$ cat src/source/vfb_defines.svh
`ifndef VFB_DEFINES_SVH
`define VFB_DEFINES_SVH

// frame geometry, cut down for simulation
`define VFB_FRAME_WORDS 64
`define VFB_BURST 8

// gap of 32 words between buffers
`define VFB_BUFFER_STRIDE (`VFB_FRAME_WORDS + 32)

// cycles to wait after the memory reports init_done
`define VFB_MEM_INIT_DELAY 152

`define VFB_ADDR_W 21
`define VFB_DATA_W 32
`define VFB_PIX_ADDR_W 10
`define VFB_NUM_BUFFERS 3

`endif

$ cat src/source/vfb_pkg.sv
`include "vfb_defines.svh"

package vfb_pkg;

    typedef logic [`VFB_ADDR_W-1:0] mem_addr_t;
    typedef logic [`VFB_DATA_W-1:0] mem_data_t;
    typedef logic [`VFB_PIX_ADDR_W-1:0] pix_addr_t;
    typedef logic [1:0] buf_idx_t;
    typedef logic [3:0] req_vec_t;

    // arbiter peers
    localparam int PEER_UP_TABLE = 0;
    localparam int PEER_DN_TABLE = 1;
    localparam int PEER_WRITER = 2;
    localparam int PEER_READER = 3;

    typedef enum logic [2:0] {
        BUF_AVAILABLE,
        BUF_WRITE_BUSY,
        BUF_READ_BUSY,
        BUF_DISPLAYED,
        BUF_UPDATED
    } buf_state_t;

    typedef enum logic [2:0] {
        SEQ_IDLE,
        SEQ_START_WAIT,
        SEQ_LOCK,
        SEQ_SELECT,
        SEQ_START,
        SEQ_XFER_WAIT,
        SEQ_RELEASE_WAIT,
        SEQ_RELEASE
    } seq_state_t;

    typedef enum logic [1:0] {
        BURST_IDLE,
        BURST_REQ,
        BURST_ISSUE,
        BURST_DRAIN
    } burst_state_t;

endpackage

$ cat src/source/frame_buffer_table.sv
`timescale 1ns/1ps
`include "vfb_defines.svh"

module frame_buffer_table import vfb_pkg::*; (
    input  logic      clk,
    input  logic      rst_n,
    input  logic      up_select_i,
    input  logic      up_release_i,
    input  logic      dn_select_i,
    input  logic      dn_release_i,
    output mem_addr_t up_base_o,
    output mem_addr_t dn_base_o
);

    buf_state_t buf_q [`VFB_NUM_BUFFERS];
    buf_idx_t   up_idx_q;
    buf_idx_t   dn_idx_q;
    buf_idx_t   up_pick;
    buf_idx_t   dn_pick;

    function automatic mem_addr_t base_of(input buf_idx_t idx);
        return mem_addr_t'(idx) * mem_addr_t'(`VFB_BUFFER_STRIDE);
    endfunction

    // first class that has a member wins, lowest index inside a class
    function automatic buf_idx_t pick_buf(input buf_state_t c0, input buf_state_t c1,
                                          input buf_state_t c2);
        buf_state_t order [3];
        buf_idx_t   sel;
        logic       hit;
        order[0] = c0;
        order[1] = c1;
        order[2] = c2;
        sel = '0;
        hit = 1'b0;
        for (int p = 0; p < 3; p++) begin
            for (int b = 0; b < `VFB_NUM_BUFFERS; b++) begin
                if (!hit && buf_q[b] == order[p]) begin
                    sel = buf_idx_t'(b);
                    hit = 1'b1;
                end
            end
        end
        return sel;
    endfunction

    always_comb begin
        up_pick = pick_buf(BUF_DISPLAYED, BUF_AVAILABLE, BUF_UPDATED);
        dn_pick = pick_buf(BUF_UPDATED, BUF_AVAILABLE, BUF_DISPLAYED);
    end

    // the arbiter keeps the two sides from touching the table together
    always_ff @(posedge clk or negedge rst_n) begin
        if (!rst_n) begin
            for (int i = 0; i < `VFB_NUM_BUFFERS; i++)
                buf_q[i] <= BUF_AVAILABLE;
            up_idx_q <= '0;
            dn_idx_q <= '0;
            up_base_o <= '0;
            dn_base_o <= '0;
        end else begin
            if (up_select_i) begin
                buf_q[up_pick] <= BUF_WRITE_BUSY;
                up_idx_q <= up_pick;
                up_base_o <= base_of(up_pick);
            end else if (up_release_i) begin
                buf_q[up_idx_q] <= BUF_UPDATED;
            end

            if (dn_select_i) begin
                buf_q[dn_pick] <= BUF_READ_BUSY;
                dn_idx_q <= dn_pick;
                dn_base_o <= base_of(dn_pick);
            end else if (dn_release_i) begin
                buf_q[dn_idx_q] <= BUF_DISPLAYED;
            end
        end
    end

endmodule

$ cat src/source/frame_reader.sv
`timescale 1ns/1ps
`include "vfb_defines.svh"

module frame_reader import vfb_pkg::*; (
    input  logic      clk,
    input  logic      rst_n,
    input  logic      start_i,
    input  mem_addr_t base_addr_i,
    input  logic      grant_i,
    output logic      req_o,
    output logic      cmd_en_o,
    output mem_addr_t addr_o,
    input  mem_data_t rd_data_i,
    input  logic      rd_data_valid_i,
    input  logic      store_queue_full_i,
    output logic      store_wr_en_o,
    output mem_data_t store_queue_data_o,
    output logic      done_o
);

    localparam int PTR_W = $clog2(`VFB_BURST);

    burst_state_t     state_q;
    pix_addr_t        issue_q;
    pix_addr_t        deliv_q;
    mem_data_t        fifo_mem [`VFB_BURST];
    logic [PTR_W-1:0] wr_ptr_q;
    logic [PTR_W-1:0] rd_ptr_q;
    logic [PTR_W:0]   count_q;
    logic             pop;
    logic             settled;

    assign pop = (count_q != '0) && !store_queue_full_i;
    // nothing in flight and nothing buffered
    assign settled = deliv_q == issue_q;

    always_ff @(posedge clk or negedge rst_n) begin
        if (!rst_n) begin
            state_q <= BURST_IDLE;
            issue_q <= '0;
            deliv_q <= '0;
            done_o <= 1'b0;
        end else begin
            done_o <= pop && (deliv_q == pix_addr_t'(`VFB_FRAME_WORDS - 1));
            if (pop)
                deliv_q <= deliv_q + 1'b1;
            case (state_q)
                BURST_IDLE:
                    if (start_i) begin
                        issue_q <= '0;
                        deliv_q <= '0;
                        state_q <= BURST_REQ;
                    end
                BURST_REQ:
                    if (grant_i)
                        state_q <= BURST_ISSUE;
                BURST_ISSUE: begin
                    issue_q <= issue_q + 1'b1;
                    if (issue_q[PTR_W-1:0] == PTR_W'(`VFB_BURST - 1))
                        state_q <= BURST_DRAIN;
                end
                // wait for the fifo to empty before the next burst
                BURST_DRAIN:
                    if (settled) begin
                        if (issue_q == pix_addr_t'(`VFB_FRAME_WORDS))
                            state_q <= BURST_IDLE;
                        else
                            state_q <= BURST_REQ;
                    end
                default:
                    state_q <= BURST_IDLE;
            endcase
        end
    end

    always_ff @(posedge clk) begin
        if (rd_data_valid_i)
            fifo_mem[wr_ptr_q] <= rd_data_i;
    end

    always_ff @(posedge clk or negedge rst_n) begin
        if (!rst_n) begin
            wr_ptr_q <= '0;
            rd_ptr_q <= '0;
            count_q <= '0;
        end else begin
            if (rd_data_valid_i)
                wr_ptr_q <= wr_ptr_q + 1'b1;
            if (pop)
                rd_ptr_q <= rd_ptr_q + 1'b1;
            case ({rd_data_valid_i, pop})
                2'b10: count_q <= count_q + 1'b1;
                2'b01: count_q <= count_q - 1'b1;
                default: count_q <= count_q;
            endcase
        end
    end

    assign req_o = (state_q == BURST_REQ) || (state_q == BURST_ISSUE);
    assign cmd_en_o = state_q == BURST_ISSUE;
    assign addr_o = base_addr_i + mem_addr_t'(issue_q);
    assign store_wr_en_o = pop;
    assign store_queue_data_o = fifo_mem[rd_ptr_q];

endmodule

$ cat src/source/frame_sequencer.sv
`timescale 1ns/1ps

module frame_sequencer import vfb_pkg::*; (
    input  logic clk,
    input  logic rst_n,
    input  logic mem_ready_i,
    input  logic grant_i,
    output logic req_o,
    output logic select_o,
    output logic release_o,
    output logic start_o,
    input  logic done_i
);

    seq_state_t state_q;
    seq_state_t state_d;

    always_ff @(posedge clk or negedge rst_n) begin
        if (!rst_n)
            state_q <= SEQ_IDLE;
        else
            state_q <= state_d;
    end

    always_comb begin
        state_d = state_q;
        case (state_q)
            SEQ_IDLE:
                state_d = SEQ_START_WAIT;
            // counter stays at its limit, so later frames pass straight through
            SEQ_START_WAIT:
                if (mem_ready_i)
                    state_d = SEQ_LOCK;
            SEQ_LOCK:
                if (grant_i)
                    state_d = SEQ_SELECT;
            SEQ_SELECT:
                state_d = SEQ_START;
            SEQ_START:
                state_d = SEQ_XFER_WAIT;
            SEQ_XFER_WAIT:
                if (done_i)
                    state_d = SEQ_RELEASE_WAIT;
            SEQ_RELEASE_WAIT:
                if (grant_i)
                    state_d = SEQ_RELEASE;
            SEQ_RELEASE:
                state_d = SEQ_IDLE;
            default:
                state_d = SEQ_IDLE;
        endcase
    end

    // table held from lock through select, and again for release
    assign req_o = (state_q == SEQ_LOCK) || (state_q == SEQ_SELECT)
                || (state_q == SEQ_RELEASE_WAIT) || (state_q == SEQ_RELEASE);
    assign select_o = state_q == SEQ_SELECT;
    assign release_o = state_q == SEQ_RELEASE;
    assign start_o = state_q == SEQ_START;

endmodule

$ cat src/source/frame_writer.sv
`timescale 1ns/1ps
`include "vfb_defines.svh"

module frame_writer import vfb_pkg::*; (
    input  logic      clk,
    input  logic      rst_n,
    input  logic      start_i,
    input  mem_addr_t base_addr_i,
    input  logic      grant_i,
    output logic      req_o,
    output logic      load_read_rdy_o,
    output pix_addr_t load_mem_addr_o,
    input  logic      load_command_valid_i,
    input  mem_data_t load_pixel_data_i,
    output logic      cmd_en_o,
    output mem_addr_t addr_o,
    output mem_data_t wr_data_o,
    output logic      done_o
);

    localparam int PTR_W = $clog2(`VFB_BURST);

    burst_state_t state_q;
    logic         busy_q;
    pix_addr_t    fetch_q;
    logic         writing;

    always_ff @(posedge clk or negedge rst_n) begin
        if (!rst_n) begin
            state_q <= BURST_IDLE;
            busy_q <= 1'b0;
            fetch_q <= '0;
            done_o <= 1'b0;
        end else begin
            done_o <= 1'b0;
            case (state_q)
                // idle also serves as the gap between bursts
                BURST_IDLE:
                    if (start_i) begin
                        busy_q <= 1'b1;
                        fetch_q <= '0;
                        state_q <= BURST_REQ;
                    end else if (busy_q) begin
                        state_q <= BURST_REQ;
                    end
                BURST_REQ:
                    if (grant_i)
                        state_q <= BURST_ISSUE;
                BURST_ISSUE: begin
                    fetch_q <= fetch_q + 1'b1;
                    if (fetch_q[PTR_W-1:0] == PTR_W'(`VFB_BURST - 1))
                        state_q <= BURST_DRAIN;
                end
                // last write of the burst
                BURST_DRAIN: begin
                    state_q <= BURST_IDLE;
                    if (fetch_q == pix_addr_t'(`VFB_FRAME_WORDS)) begin
                        busy_q <= 1'b0;
                        done_o <= 1'b1;
                    end
                end
                default:
                    state_q <= BURST_IDLE;
            endcase
        end
    end

    assign writing = (state_q == BURST_ISSUE) || (state_q == BURST_DRAIN);
    assign req_o = writing || (state_q == BURST_REQ);
    assign load_read_rdy_o = state_q == BURST_ISSUE;
    assign load_mem_addr_o = fetch_q;

    // queue answers the previous fetch, so that word goes out now
    assign cmd_en_o = writing && load_command_valid_i;
    assign addr_o = base_addr_i + mem_addr_t'(fetch_q - 1'b1);
    assign wr_data_o = load_pixel_data_i;

endmodule

$ cat src/source/vfb_arbiter.sv
`timescale 1ns/1ps

module vfb_arbiter import vfb_pkg::*; (
    input  logic     clk,
    input  logic     rst_n,
    input  req_vec_t req_i,
    output req_vec_t grant_o
);

    // last peer served, the search begins one above it
    logic [1:0] last_q;
    logic [1:0] cand;
    logic [1:0] pick_idx;
    logic       pick_found;

    always_comb begin
        pick_idx = last_q;
        pick_found = 1'b0;
        cand = last_q;
        for (int k = 1; k <= 4; k++) begin
            cand = last_q + 2'(k);
            if (!pick_found && req_i[cand]) begin
                pick_idx = cand;
                pick_found = 1'b1;
            end
        end
    end

    always_ff @(posedge clk or negedge rst_n) begin
        if (!rst_n) begin
            grant_o <= '0;
            last_q <= 2'd3;
        end else if (grant_o != '0) begin
            // owner let go
            if ((grant_o & req_i) == '0)
                grant_o <= '0;
        end else if (pick_found) begin
            grant_o <= req_vec_t'(4'b0001 << pick_idx);
            last_q <= pick_idx;
        end
    end

endmodule

$ cat src/source/video_frame_buffer.sv
`timescale 1ns/1ps
`include "vfb_defines.svh"

module video_frame_buffer import vfb_pkg::*; (
    input  logic      clk,
    input  logic      rst_n,
    input  logic      init_done_i,
    input  mem_data_t rd_data_i,
    input  logic      rd_data_valid_i,
    output mem_addr_t addr_o,
    output logic      cmd_o,
    output logic      cmd_en_o,
    output mem_data_t wr_data_o,
    output logic      load_read_rdy_o,
    output pix_addr_t load_mem_addr_o,
    input  logic      load_command_valid_i,
    input  mem_data_t load_pixel_data_i,
    input  logic      store_queue_full_i,
    output logic      store_wr_en_o,
    output mem_data_t store_queue_data_o
);

    localparam int DLY_W = $clog2(`VFB_MEM_INIT_DELAY + 1);

    logic [DLY_W-1:0] delay_q;
    logic             mem_ready;
    req_vec_t         req;
    req_vec_t         grant;
    logic             up_req;
    logic             dn_req;
    logic             wr_req;
    logic             rd_req;
    logic             up_select;
    logic             up_release;
    logic             dn_select;
    logic             dn_release;
    logic             up_start;
    logic             dn_start;
    logic             up_done;
    logic             dn_done;
    mem_addr_t        up_base;
    mem_addr_t        dn_base;
    logic             wr_cmd_en;
    logic             rd_cmd_en;
    mem_addr_t        wr_addr;
    mem_addr_t        rd_addr;
    mem_data_t        wr_data;

    // start-up delay, counts only while the memory says it is ready
    always_ff @(posedge clk or negedge rst_n) begin
        if (!rst_n)
            delay_q <= '0;
        else if (init_done_i && !mem_ready)
            delay_q <= delay_q + 1'b1;
    end

    assign mem_ready = delay_q == DLY_W'(`VFB_MEM_INIT_DELAY);

    always_comb begin
        req = '0;
        req[PEER_UP_TABLE] = up_req;
        req[PEER_DN_TABLE] = dn_req;
        req[PEER_WRITER] = wr_req;
        req[PEER_READER] = rd_req;
    end

    // at most one engine holds the memory grant
    assign cmd_en_o = wr_cmd_en | rd_cmd_en;
    assign cmd_o = wr_cmd_en;
    assign addr_o = wr_cmd_en ? wr_addr : (rd_cmd_en ? rd_addr : '0);
    assign wr_data_o = wr_cmd_en ? wr_data : '0;

    vfb_arbiter arbiter_i (
        .clk     (clk),
        .rst_n   (rst_n),
        .req_i   (req),
        .grant_o (grant)
    );

    frame_buffer_table table_i (
        .clk          (clk),
        .rst_n        (rst_n),
        .up_select_i  (up_select),
        .up_release_i (up_release),
        .dn_select_i  (dn_select),
        .dn_release_i (dn_release),
        .up_base_o    (up_base),
        .dn_base_o    (dn_base)
    );

    frame_sequencer up_seq (
        .clk         (clk),
        .rst_n       (rst_n),
        .mem_ready_i (mem_ready),
        .grant_i     (grant[PEER_UP_TABLE]),
        .req_o       (up_req),
        .select_o    (up_select),
        .release_o   (up_release),
        .start_o     (up_start),
        .done_i      (up_done)
    );

    frame_sequencer dn_seq (
        .clk         (clk),
        .rst_n       (rst_n),
        .mem_ready_i (mem_ready),
        .grant_i     (grant[PEER_DN_TABLE]),
        .req_o       (dn_req),
        .select_o    (dn_select),
        .release_o   (dn_release),
        .start_o     (dn_start),
        .done_i      (dn_done)
    );

    frame_writer writer_i (
        .clk                  (clk),
        .rst_n                (rst_n),
        .start_i              (up_start),
        .base_addr_i          (up_base),
        .grant_i              (grant[PEER_WRITER]),
        .req_o                (wr_req),
        .load_read_rdy_o      (load_read_rdy_o),
        .load_mem_addr_o      (load_mem_addr_o),
        .load_command_valid_i (load_command_valid_i),
        .load_pixel_data_i    (load_pixel_data_i),
        .cmd_en_o             (wr_cmd_en),
        .addr_o               (wr_addr),
        .wr_data_o            (wr_data),
        .done_o               (up_done)
    );

    frame_reader reader_i (
        .clk                (clk),
        .rst_n              (rst_n),
        .start_i            (dn_start),
        .base_addr_i        (dn_base),
        .grant_i            (grant[PEER_READER]),
        .req_o              (rd_req),
        .cmd_en_o           (rd_cmd_en),
        .addr_o             (rd_addr),
        .rd_data_i          (rd_data_i),
        .rd_data_valid_i    (rd_data_valid_i),
        .store_queue_full_i (store_queue_full_i),
        .store_wr_en_o      (store_wr_en_o),
        .store_queue_data_o (store_queue_data_o),
        .done_o             (dn_done)
    );

endmodule

$ cat config.mk
export PLATFORM = sky130hd
export DESIGN_NAME = video_frame_buffer
export DESIGN_NICKNAME = d
export VERILOG_FILES = /design/src/source/vfb_pkg.sv /design/src/source/frame_buffer_table.sv /design/src/source/frame_reader.sv /design/src/source/frame_sequencer.sv /design/src/source/frame_writer.sv /design/src/source/vfb_arbiter.sv /design/src/source/video_frame_buffer.sv
export VERILOG_INCLUDE_DIRS = /design/src /design/src/source
export SDC_FILE = /design/constraint.sdc
export NUM_CORES = 1
export LEC_CHECK = 0
export BUFFER_PORTS_ARGS = -buffer_cell sky130_fd_sc_hd__buf_2
export CORE_AREA = 5 5 162 164
export DETAILED_ROUTE_END_ITERATION = 8
export DIE_AREA = 0 0 167 169
export PLACE_DENSITY = 0.95
export SETUP_SLACK_MARGIN = 0.2
export SYNTH_ARGS = -nofsm -noshare
export SYNTH_HDL_FRONTEND = slang
export SYNTH_SLANG_ARGS = --single-unit
$ cat constraint.sdc
create_clock -name clk -period 7.02 [get_ports clk]
set_input_delay 1.404 -clock clk [delete_from_list [all_inputs] [get_ports clk]]
set_output_delay 1.404 -clock clk [all_outputs]
set_load 0.005 [all_outputs]
* Word level (Yosys, flattened, before mapping)
Memories as Yosys holds them, arrays and structs flattened.
Index checks and enable logic that the tools add are counted.
Widths: inputs -> output; s select.
** Storage, ports and cells
- Register bits :: 88
- RAM bits :: 256
- Output and inout bits :: 99
- Logic and storage cells :: 307
- Memories kept :: 1
** Memories
- reader_i.fifo_mem :: words 8, bits a word 32, rd ports 1, clocked after Yosys merged registers in 0, wr ports 1, RTL line frame_reader.sv:26 : mem_data_t fifo_mem [`VFB_BURST];
** Operators by class
- Add/subtract/negate cells :: 14
- Multiply operators :: 2
- Order comparisons :: 12
- Equal/unequal tests :: 53
- Shift-type cells :: 1
- Muxes and demuxes :: 101
- Bitwise gates (word level) :: 19
- Reductions and logical operators :: 81
** Operators by type and width (count)
- $mux 2 :: 26
- $mux 10 :: 5
- $pmux 3 s8 :: 2
- $mux 21 :: 2
- $pmux 10 s2 :: 2
- $eq 3x3->1 const B :: 13
- $mux 9 :: 4
- $mux 1 :: 33
- $mux 3 :: 11
- $mux 32 :: 1
- $add 10x1->10 const B :: 3
- $logic_and 1x1->1 :: 27
- $demux 3 s2 :: 4
- $ne 2x2->1 const B :: 11
- $add 9x21->21 :: 1
- $eq 3x2->1 const B :: 7
- $logic_not 1->1 :: 21
- $eq 10x7->1 const B :: 2
- $and 6x6->6 :: 3
- $not 6->6 :: 3
- $pmux 2 s4 :: 2
- $logic_not 3->1 :: 5
- $ge 3x3->1 const B :: 4
- $lt 2x3->1 const B :: 4
- 39 further kinds :: 87

* Longest topological paths before layout
- Depth after elaboration :: 37
- Depth in mapped cells :: 13
- Mapped depth without buffers :: 12

* Modules after synthesis
From an unflattened synthesis, not the netlist that was laid out.
** Second synthesis, totals
- Cell total of the unflattened synthesis :: 1234
- Area total of the unflattened synthesis :: 17236.5 um2
** Modules (own cells, without submodules)
- frame_reader :: times used 1, cells an instance 653, area an instance 12117.9 um2, seq. area each 8513.2 um2
- frame_writer :: times used 1, cells an instance 273, area an instance 2182.1 um2, seq. area each 350.3 um2
- frame_buffer_table :: times used 1, cells an instance 148, area an instance 1388.8 um2, seq. area each 475.5 um2
- video_frame_buffer :: times used 1, cells an instance 97, area an instance 843.3 um2, seq. area each 200.2 um2
- vfb_arbiter :: times used 1, cells an instance 31, area an instance 361.6 um2, seq. area each 152.6 um2
- frame_sequencer :: times used 2, cells an instance 16, area an instance 171.4 um2, seq. area each 75.1 um2

* Worst setup path before layout
No wires, ideal clock.
- Path kind :: input-to-reg
- From :: input rd_data_valid_i
- To :: memory reader_i.fifo_mem[0][0] (netlist name) (enable)
- Setup time :: 461 ps
- Arrival time :: 3704 ps
- Slack :: 2855 ps
- Stages :: 2
- Cell sequence :: nand2b_1 nor3_1
** Between the ends
- Word-level cells in the longest chain between the ends :: 2
** RTL lines
- start, declared :: RTL line video_frame_buffer.sv:9 : input logic rd_data_valid_i,
- $mux 1 :: RTL line frame_reader.sv:77 : if (rd_data_valid_i)
- $mux 1 (not written as such) :: RTL line frame_reader.sv:78 : fifo_mem[wr_ptr_q] <= rd_data_i;
- end, declared :: RTL line frame_reader.sv:26
No other way between the ends.

* Worst setup path in the final report
- From :: register writer_i.fetch_q[2] (netlist: writer_i.load_mem_addr_o[2])
- To :: output addr_o[11]
** Between the ends
- Word-level cells in the longest chain between the ends :: 3
** RTL lines
- start, declared :: RTL line frame_writer.sv:25 : pix_addr_t fetch_q;
- start signal, assigned :: RTL line frame_writer.sv:50 : fetch_q <= fetch_q + 1'b1;
- $sub 10x1->11 :: RTL line frame_writer.sv:75 : assign addr_o = base_addr_i + mem_addr_t'(fetch_q - 1'b1);
- $add 9x21->21 :: RTL line frame_writer.sv:75
- $mux 21 :: RTL line video_frame_buffer.sv:70 : assign addr_o = wr_cmd_en ? wr_addr : (rd_cmd_en ? rd_addr : '0);
- end, declared :: RTL line video_frame_buffer.sv:10 : output mem_addr_t addr_o,
No other way between the ends.

==> flow_summary_export.csv <==
group,metric,value,unit
outcome,outcome,"complete, no violations",
setup_path,cp_data_required_time,5620,ps
synthesis,yosys_warnings,0,
setup_path,r2r_cells,10,
power_and_ir_drop,peakVddDrop,0.271,mV
placement,hpwlAfterDp,22700,um
floorplanning,die_x,167,um
sta,setup_violations,0,
power_and_ir_drop,pwr-share-seq,44.9,%
placement,gp_congestion,0.845,
synthesis,synth-simple-area-share,9.28,%
drt,drcViolationCount,0,
drt,wl_met1,13200,um
synthesis,synth_xor_area_share,3.48,%
finish,final_layout_size_suffix_gt1_share,30.1,%
global_route,grt_antenna_before_repair,4,
drt,routed_via_density,6.18,
sta,fmax,207,MHz
floorplanning,core_area,0.0247,mm^2
synthesis,syn_inst,1003,
synthesis,async_reset_ff_share,25.1,%
sta,hold_violations,0,
power_and_ir_drop,p_comb_share,24.6,%
worst_hold_path,min_path_cells,1,
sta,period_needed,4830,ps
finish,layout.area.seq,0.00985,mm^2
synthesis,synth_compound_area_share,4.56,%
setup_path,arrival,3420,ps
setup_path,r2r_slack,4500,ps
drt,highest_layer,"met5",
floorplanning,ios,169,
sta,rsz0062_at_grt,"false",
run,maxCapViolations,0,
sta,finalMaxSlewViolations,0,
clock_network,clkSlewWorstSetupHoldPaths,60,ps
synthesis,ys.flop_type,"edfxtp_1",
synthesis,ys_seq_area_share,64.2,%
drt,final_antenna_net_count,0,
global_route,grt_max_degree,55,
synthesis,synth-seq-cells,342,
power_and_ir_drop,p_int,4.28,mW
drt,met2WireLength,19200,um
drt,vias,9510,
clock_network,cts-root-buf,"clkbuf_16",
finish,layout_commonest_cell,"edfxtp_1",
floorplanning,fp.dieH,169,um
clock_network,post-cts-setup-buffer-count,0,
clock_network,clock_sinks,342,
synthesis,avgSynthCellArea,15.3,um^2
sta,finClkSkew,21.8,ps
drt,routed_wl,36200,um
setup_path,worstPathMaxFanout,9,
setup_path,rr_endpoint,"table_i.buf_q[0]",
sta,period_share,68.7,%
power_and_ir_drop,p_per_area,341,mW/mm^2
global_route,overflow,0,
floorplanning,dieArea,0.0282,mm^2
worst_hold_path,whs_endpoint,"delay_q[7]",
power_and_ir_drop,swShare,29.0,%
drt,dr_wl_met3,2130,um
synthesis,syn_nets,1120,
global_route,grt_pass1_vias,9549,
setup_path,worst-setup-path-type,"flip-flop to primary output",
sta,finalSetupTns,0,ps
power_and_ir_drop,clkPwrFrac,30.6,%
clock_network,h-tree-depth,2,
clock_network,clkLatencyLatePin,540,ps
setup_path,r2r_start,"table_i.buf_q[6]",
synthesis,muxShareOfSynthArea,12.5,%
synthesis,ys_types,74,
clock_network,clockBufferDepth,3,
drt,initialDrtViolationCount,1159,
finish,layout.nets,1297,
drt,dr.pass1.iters,6,
drt,avgRoutedWirePerCell,23.5,um
power_and_ir_drop,p_leak,7.00,nW
finish,fillers,1441,
global_route,grt_usage,25.4,%
clock_network,cts_buffers,35,
finish,mostFrequentLayoutCells,"edfxtp_1 (256), buf_2 (167), dfrtp_1 (82)",
clock_network,cts_hold_buf,0,
sta,hold_slack,479,ps
floorplanning,rows,58,
synthesis,syn-cell-area,0.0153,mm^2
sta,slew_headroom,16.6,%
setup_path,startpoint_type,"flip-flop",
clock_network,cts_tree,"yes",
global_route,grt_pass1_wl,55000,um
finish,multi_input_area,0.00524,mm^2
synthesis,yosys.area_share.adder,3.98,%
power_and_ir_drop,p_switching,1.75,mW
placement,numPortBuffers,168,
setup_path,cp-end-kind,"primary output",
clock_network,ctsResizeCount,0,
worst_hold_path,holdCritStartpoint,"delay_q[7]",
floorplanning,initial_core_util,61.9,%
synthesis,synth_edf_count,256,
finish,syn_to_final_growth,15.4,%
worst_hold_path,hp-class,"flip-flop to flip-flop",
synthesis,synth_top_family_by_area,"multiplexers",
sta,worstMarginPinSlew,1250,ps
-- power by group through the flow --
stage	combinational (mW)	clock, mW	sequential, mW
global route	1.58	1.96	2.73
detailed placement	1.47	0	2.73
finish	1.48	1.85	2.71
floorplan	1.04	0	2.61
CTS	1.50	1.86	2.71
global placement	1.39	0	2.69
-- worst max-delay path, stage by stage (launching register included) --
cell and delay (ps):
dfrtp_1 490, nor2_1 150, nor4b_1 330, xor2_1 240, ha_1 210, inv_1 60
fa_1 400, nor2b_1 120, o21ai_0 80, nand2b_1 190, nand2_1 90, ha_1 310
nor2_1 100, buf_2 110
-- Yosys cell counts (3+ instances only) --
master    instances  share of area (%)
nor2b_1           9               0.37
edfxtp_1        256                 50
nand2_1          55                1.3
dfrtp_1          84                 14
clkbuf_1         22               0.54
a31o_2            3               0.17
or3b_1            3               0.17
and2_1           40                1.6
inv_1            32               0.78
or3_1             4               0.16
or4_1             4               0.20
nor3_1           14               0.46
a21oi_1          19               0.62
and3_1            6               0.24
nand4_1          14               0.57
nor2_1           54                1.3
mux4_2           64                9.4
mux2_2           38                2.8
a31oi_1           6               0.24
ha_1             44                3.6
xnor2_1          31                1.8
o21a_1            4               0.20
nand2b_1         14               0.57
nand3_1          26               0.85
nor3b_1           3               0.15
xor2_1           28                1.6
fa_1              3               0.39
a21o_1           11               0.54
o21ai_1           7               0.23
buf_2            13               0.42
o21ai_0          33                1.1
mux2i_1           4               0.26
-- layer usage --
layer	global-route usage, %	up-vias
met5	0	-
met4	12.2	4
met3	3.71	112
met1	31.3	4776
met2	44.6	456
li1	-	4162
-- metrics by stage --
stage | cell area, um^2 | power [mW] | util [%] | setup slack, ps | cells
6_report | 17700 | 6.03 | 71.5 | 2190 | 1539
5_1_grt | 17700 | 6.28 | 71.5 | 1960 | 1539
4_1_cts | 17700 | 6.07 | 71.5 | 2200 | 1537
3_5_place_dp | 16600 | 4.20 | 66.9 | 2670 | 1473
3_3_place_gp | 16600 | 4.08 | 66.9 | 2780 | 1473
2_1_floorplan | 15300 | 3.64 | - | 2860 | 1003
-- registers in the layout, summed over array words and instances (netlist names), 4 cells and up --
register	cells
reader_i.fifo_mem	256
reader_i.deliv_q	10
reader_i.issue_q	10
writer_i.load_mem_addr_o	10
delay_q	8
reader_i.count_q	4
arbiter_i.grant_o	4
table_i.buf_q	9
-- final cells by class --
type                    instances  share of cell area (%)
multi-input cells             588                    29.6
well taps                     330                    2.33
clock buffers                  40                    5.06
clock inverters                24                    1.29
inverters                      33                   0.700
diodes                          2                  0.0283
repair buffers                180                    5.28
flip-flops and latches        342                    55.7
-- kinds of logic after synthesis --
group | count (synthesis)
flip-flops | 342
buffers and inverters | 73
XOR/XNOR | 60
multiplexers | 107
AND/OR/NAND/NOR | 265
adder cells (fa/ha/maj) | 47
AO/OA/AOI/OAI | 109
-- how the worst max path moves through the flow --
| stage | from | endpoint | slack, ps | cells after the start |
|---|---|---|---|---|
| after global placement | load_command_valid_i | addr_o[13] | 2780 | 7 |
| after detailed placement | load_command_valid_i | addr_o[13] | 2670 | 7 |
| final | writer_i.load_mem_addr_o[2] | addr_o[11] | 2190 | 13 |
| after global routing | writer_i.load_mem_addr_o[2] | addr_o[11] | 1960 | 13 |
| after floorplan | rd_data_valid_i | reader_i.fifo_mem[0][0] | 2860 | 2 |
| after CTS | writer_i.load_mem_addr_o[2] | addr_o[11] | 2200 | 13 |
No activity file was read; power rests on OpenSTA's default activity.
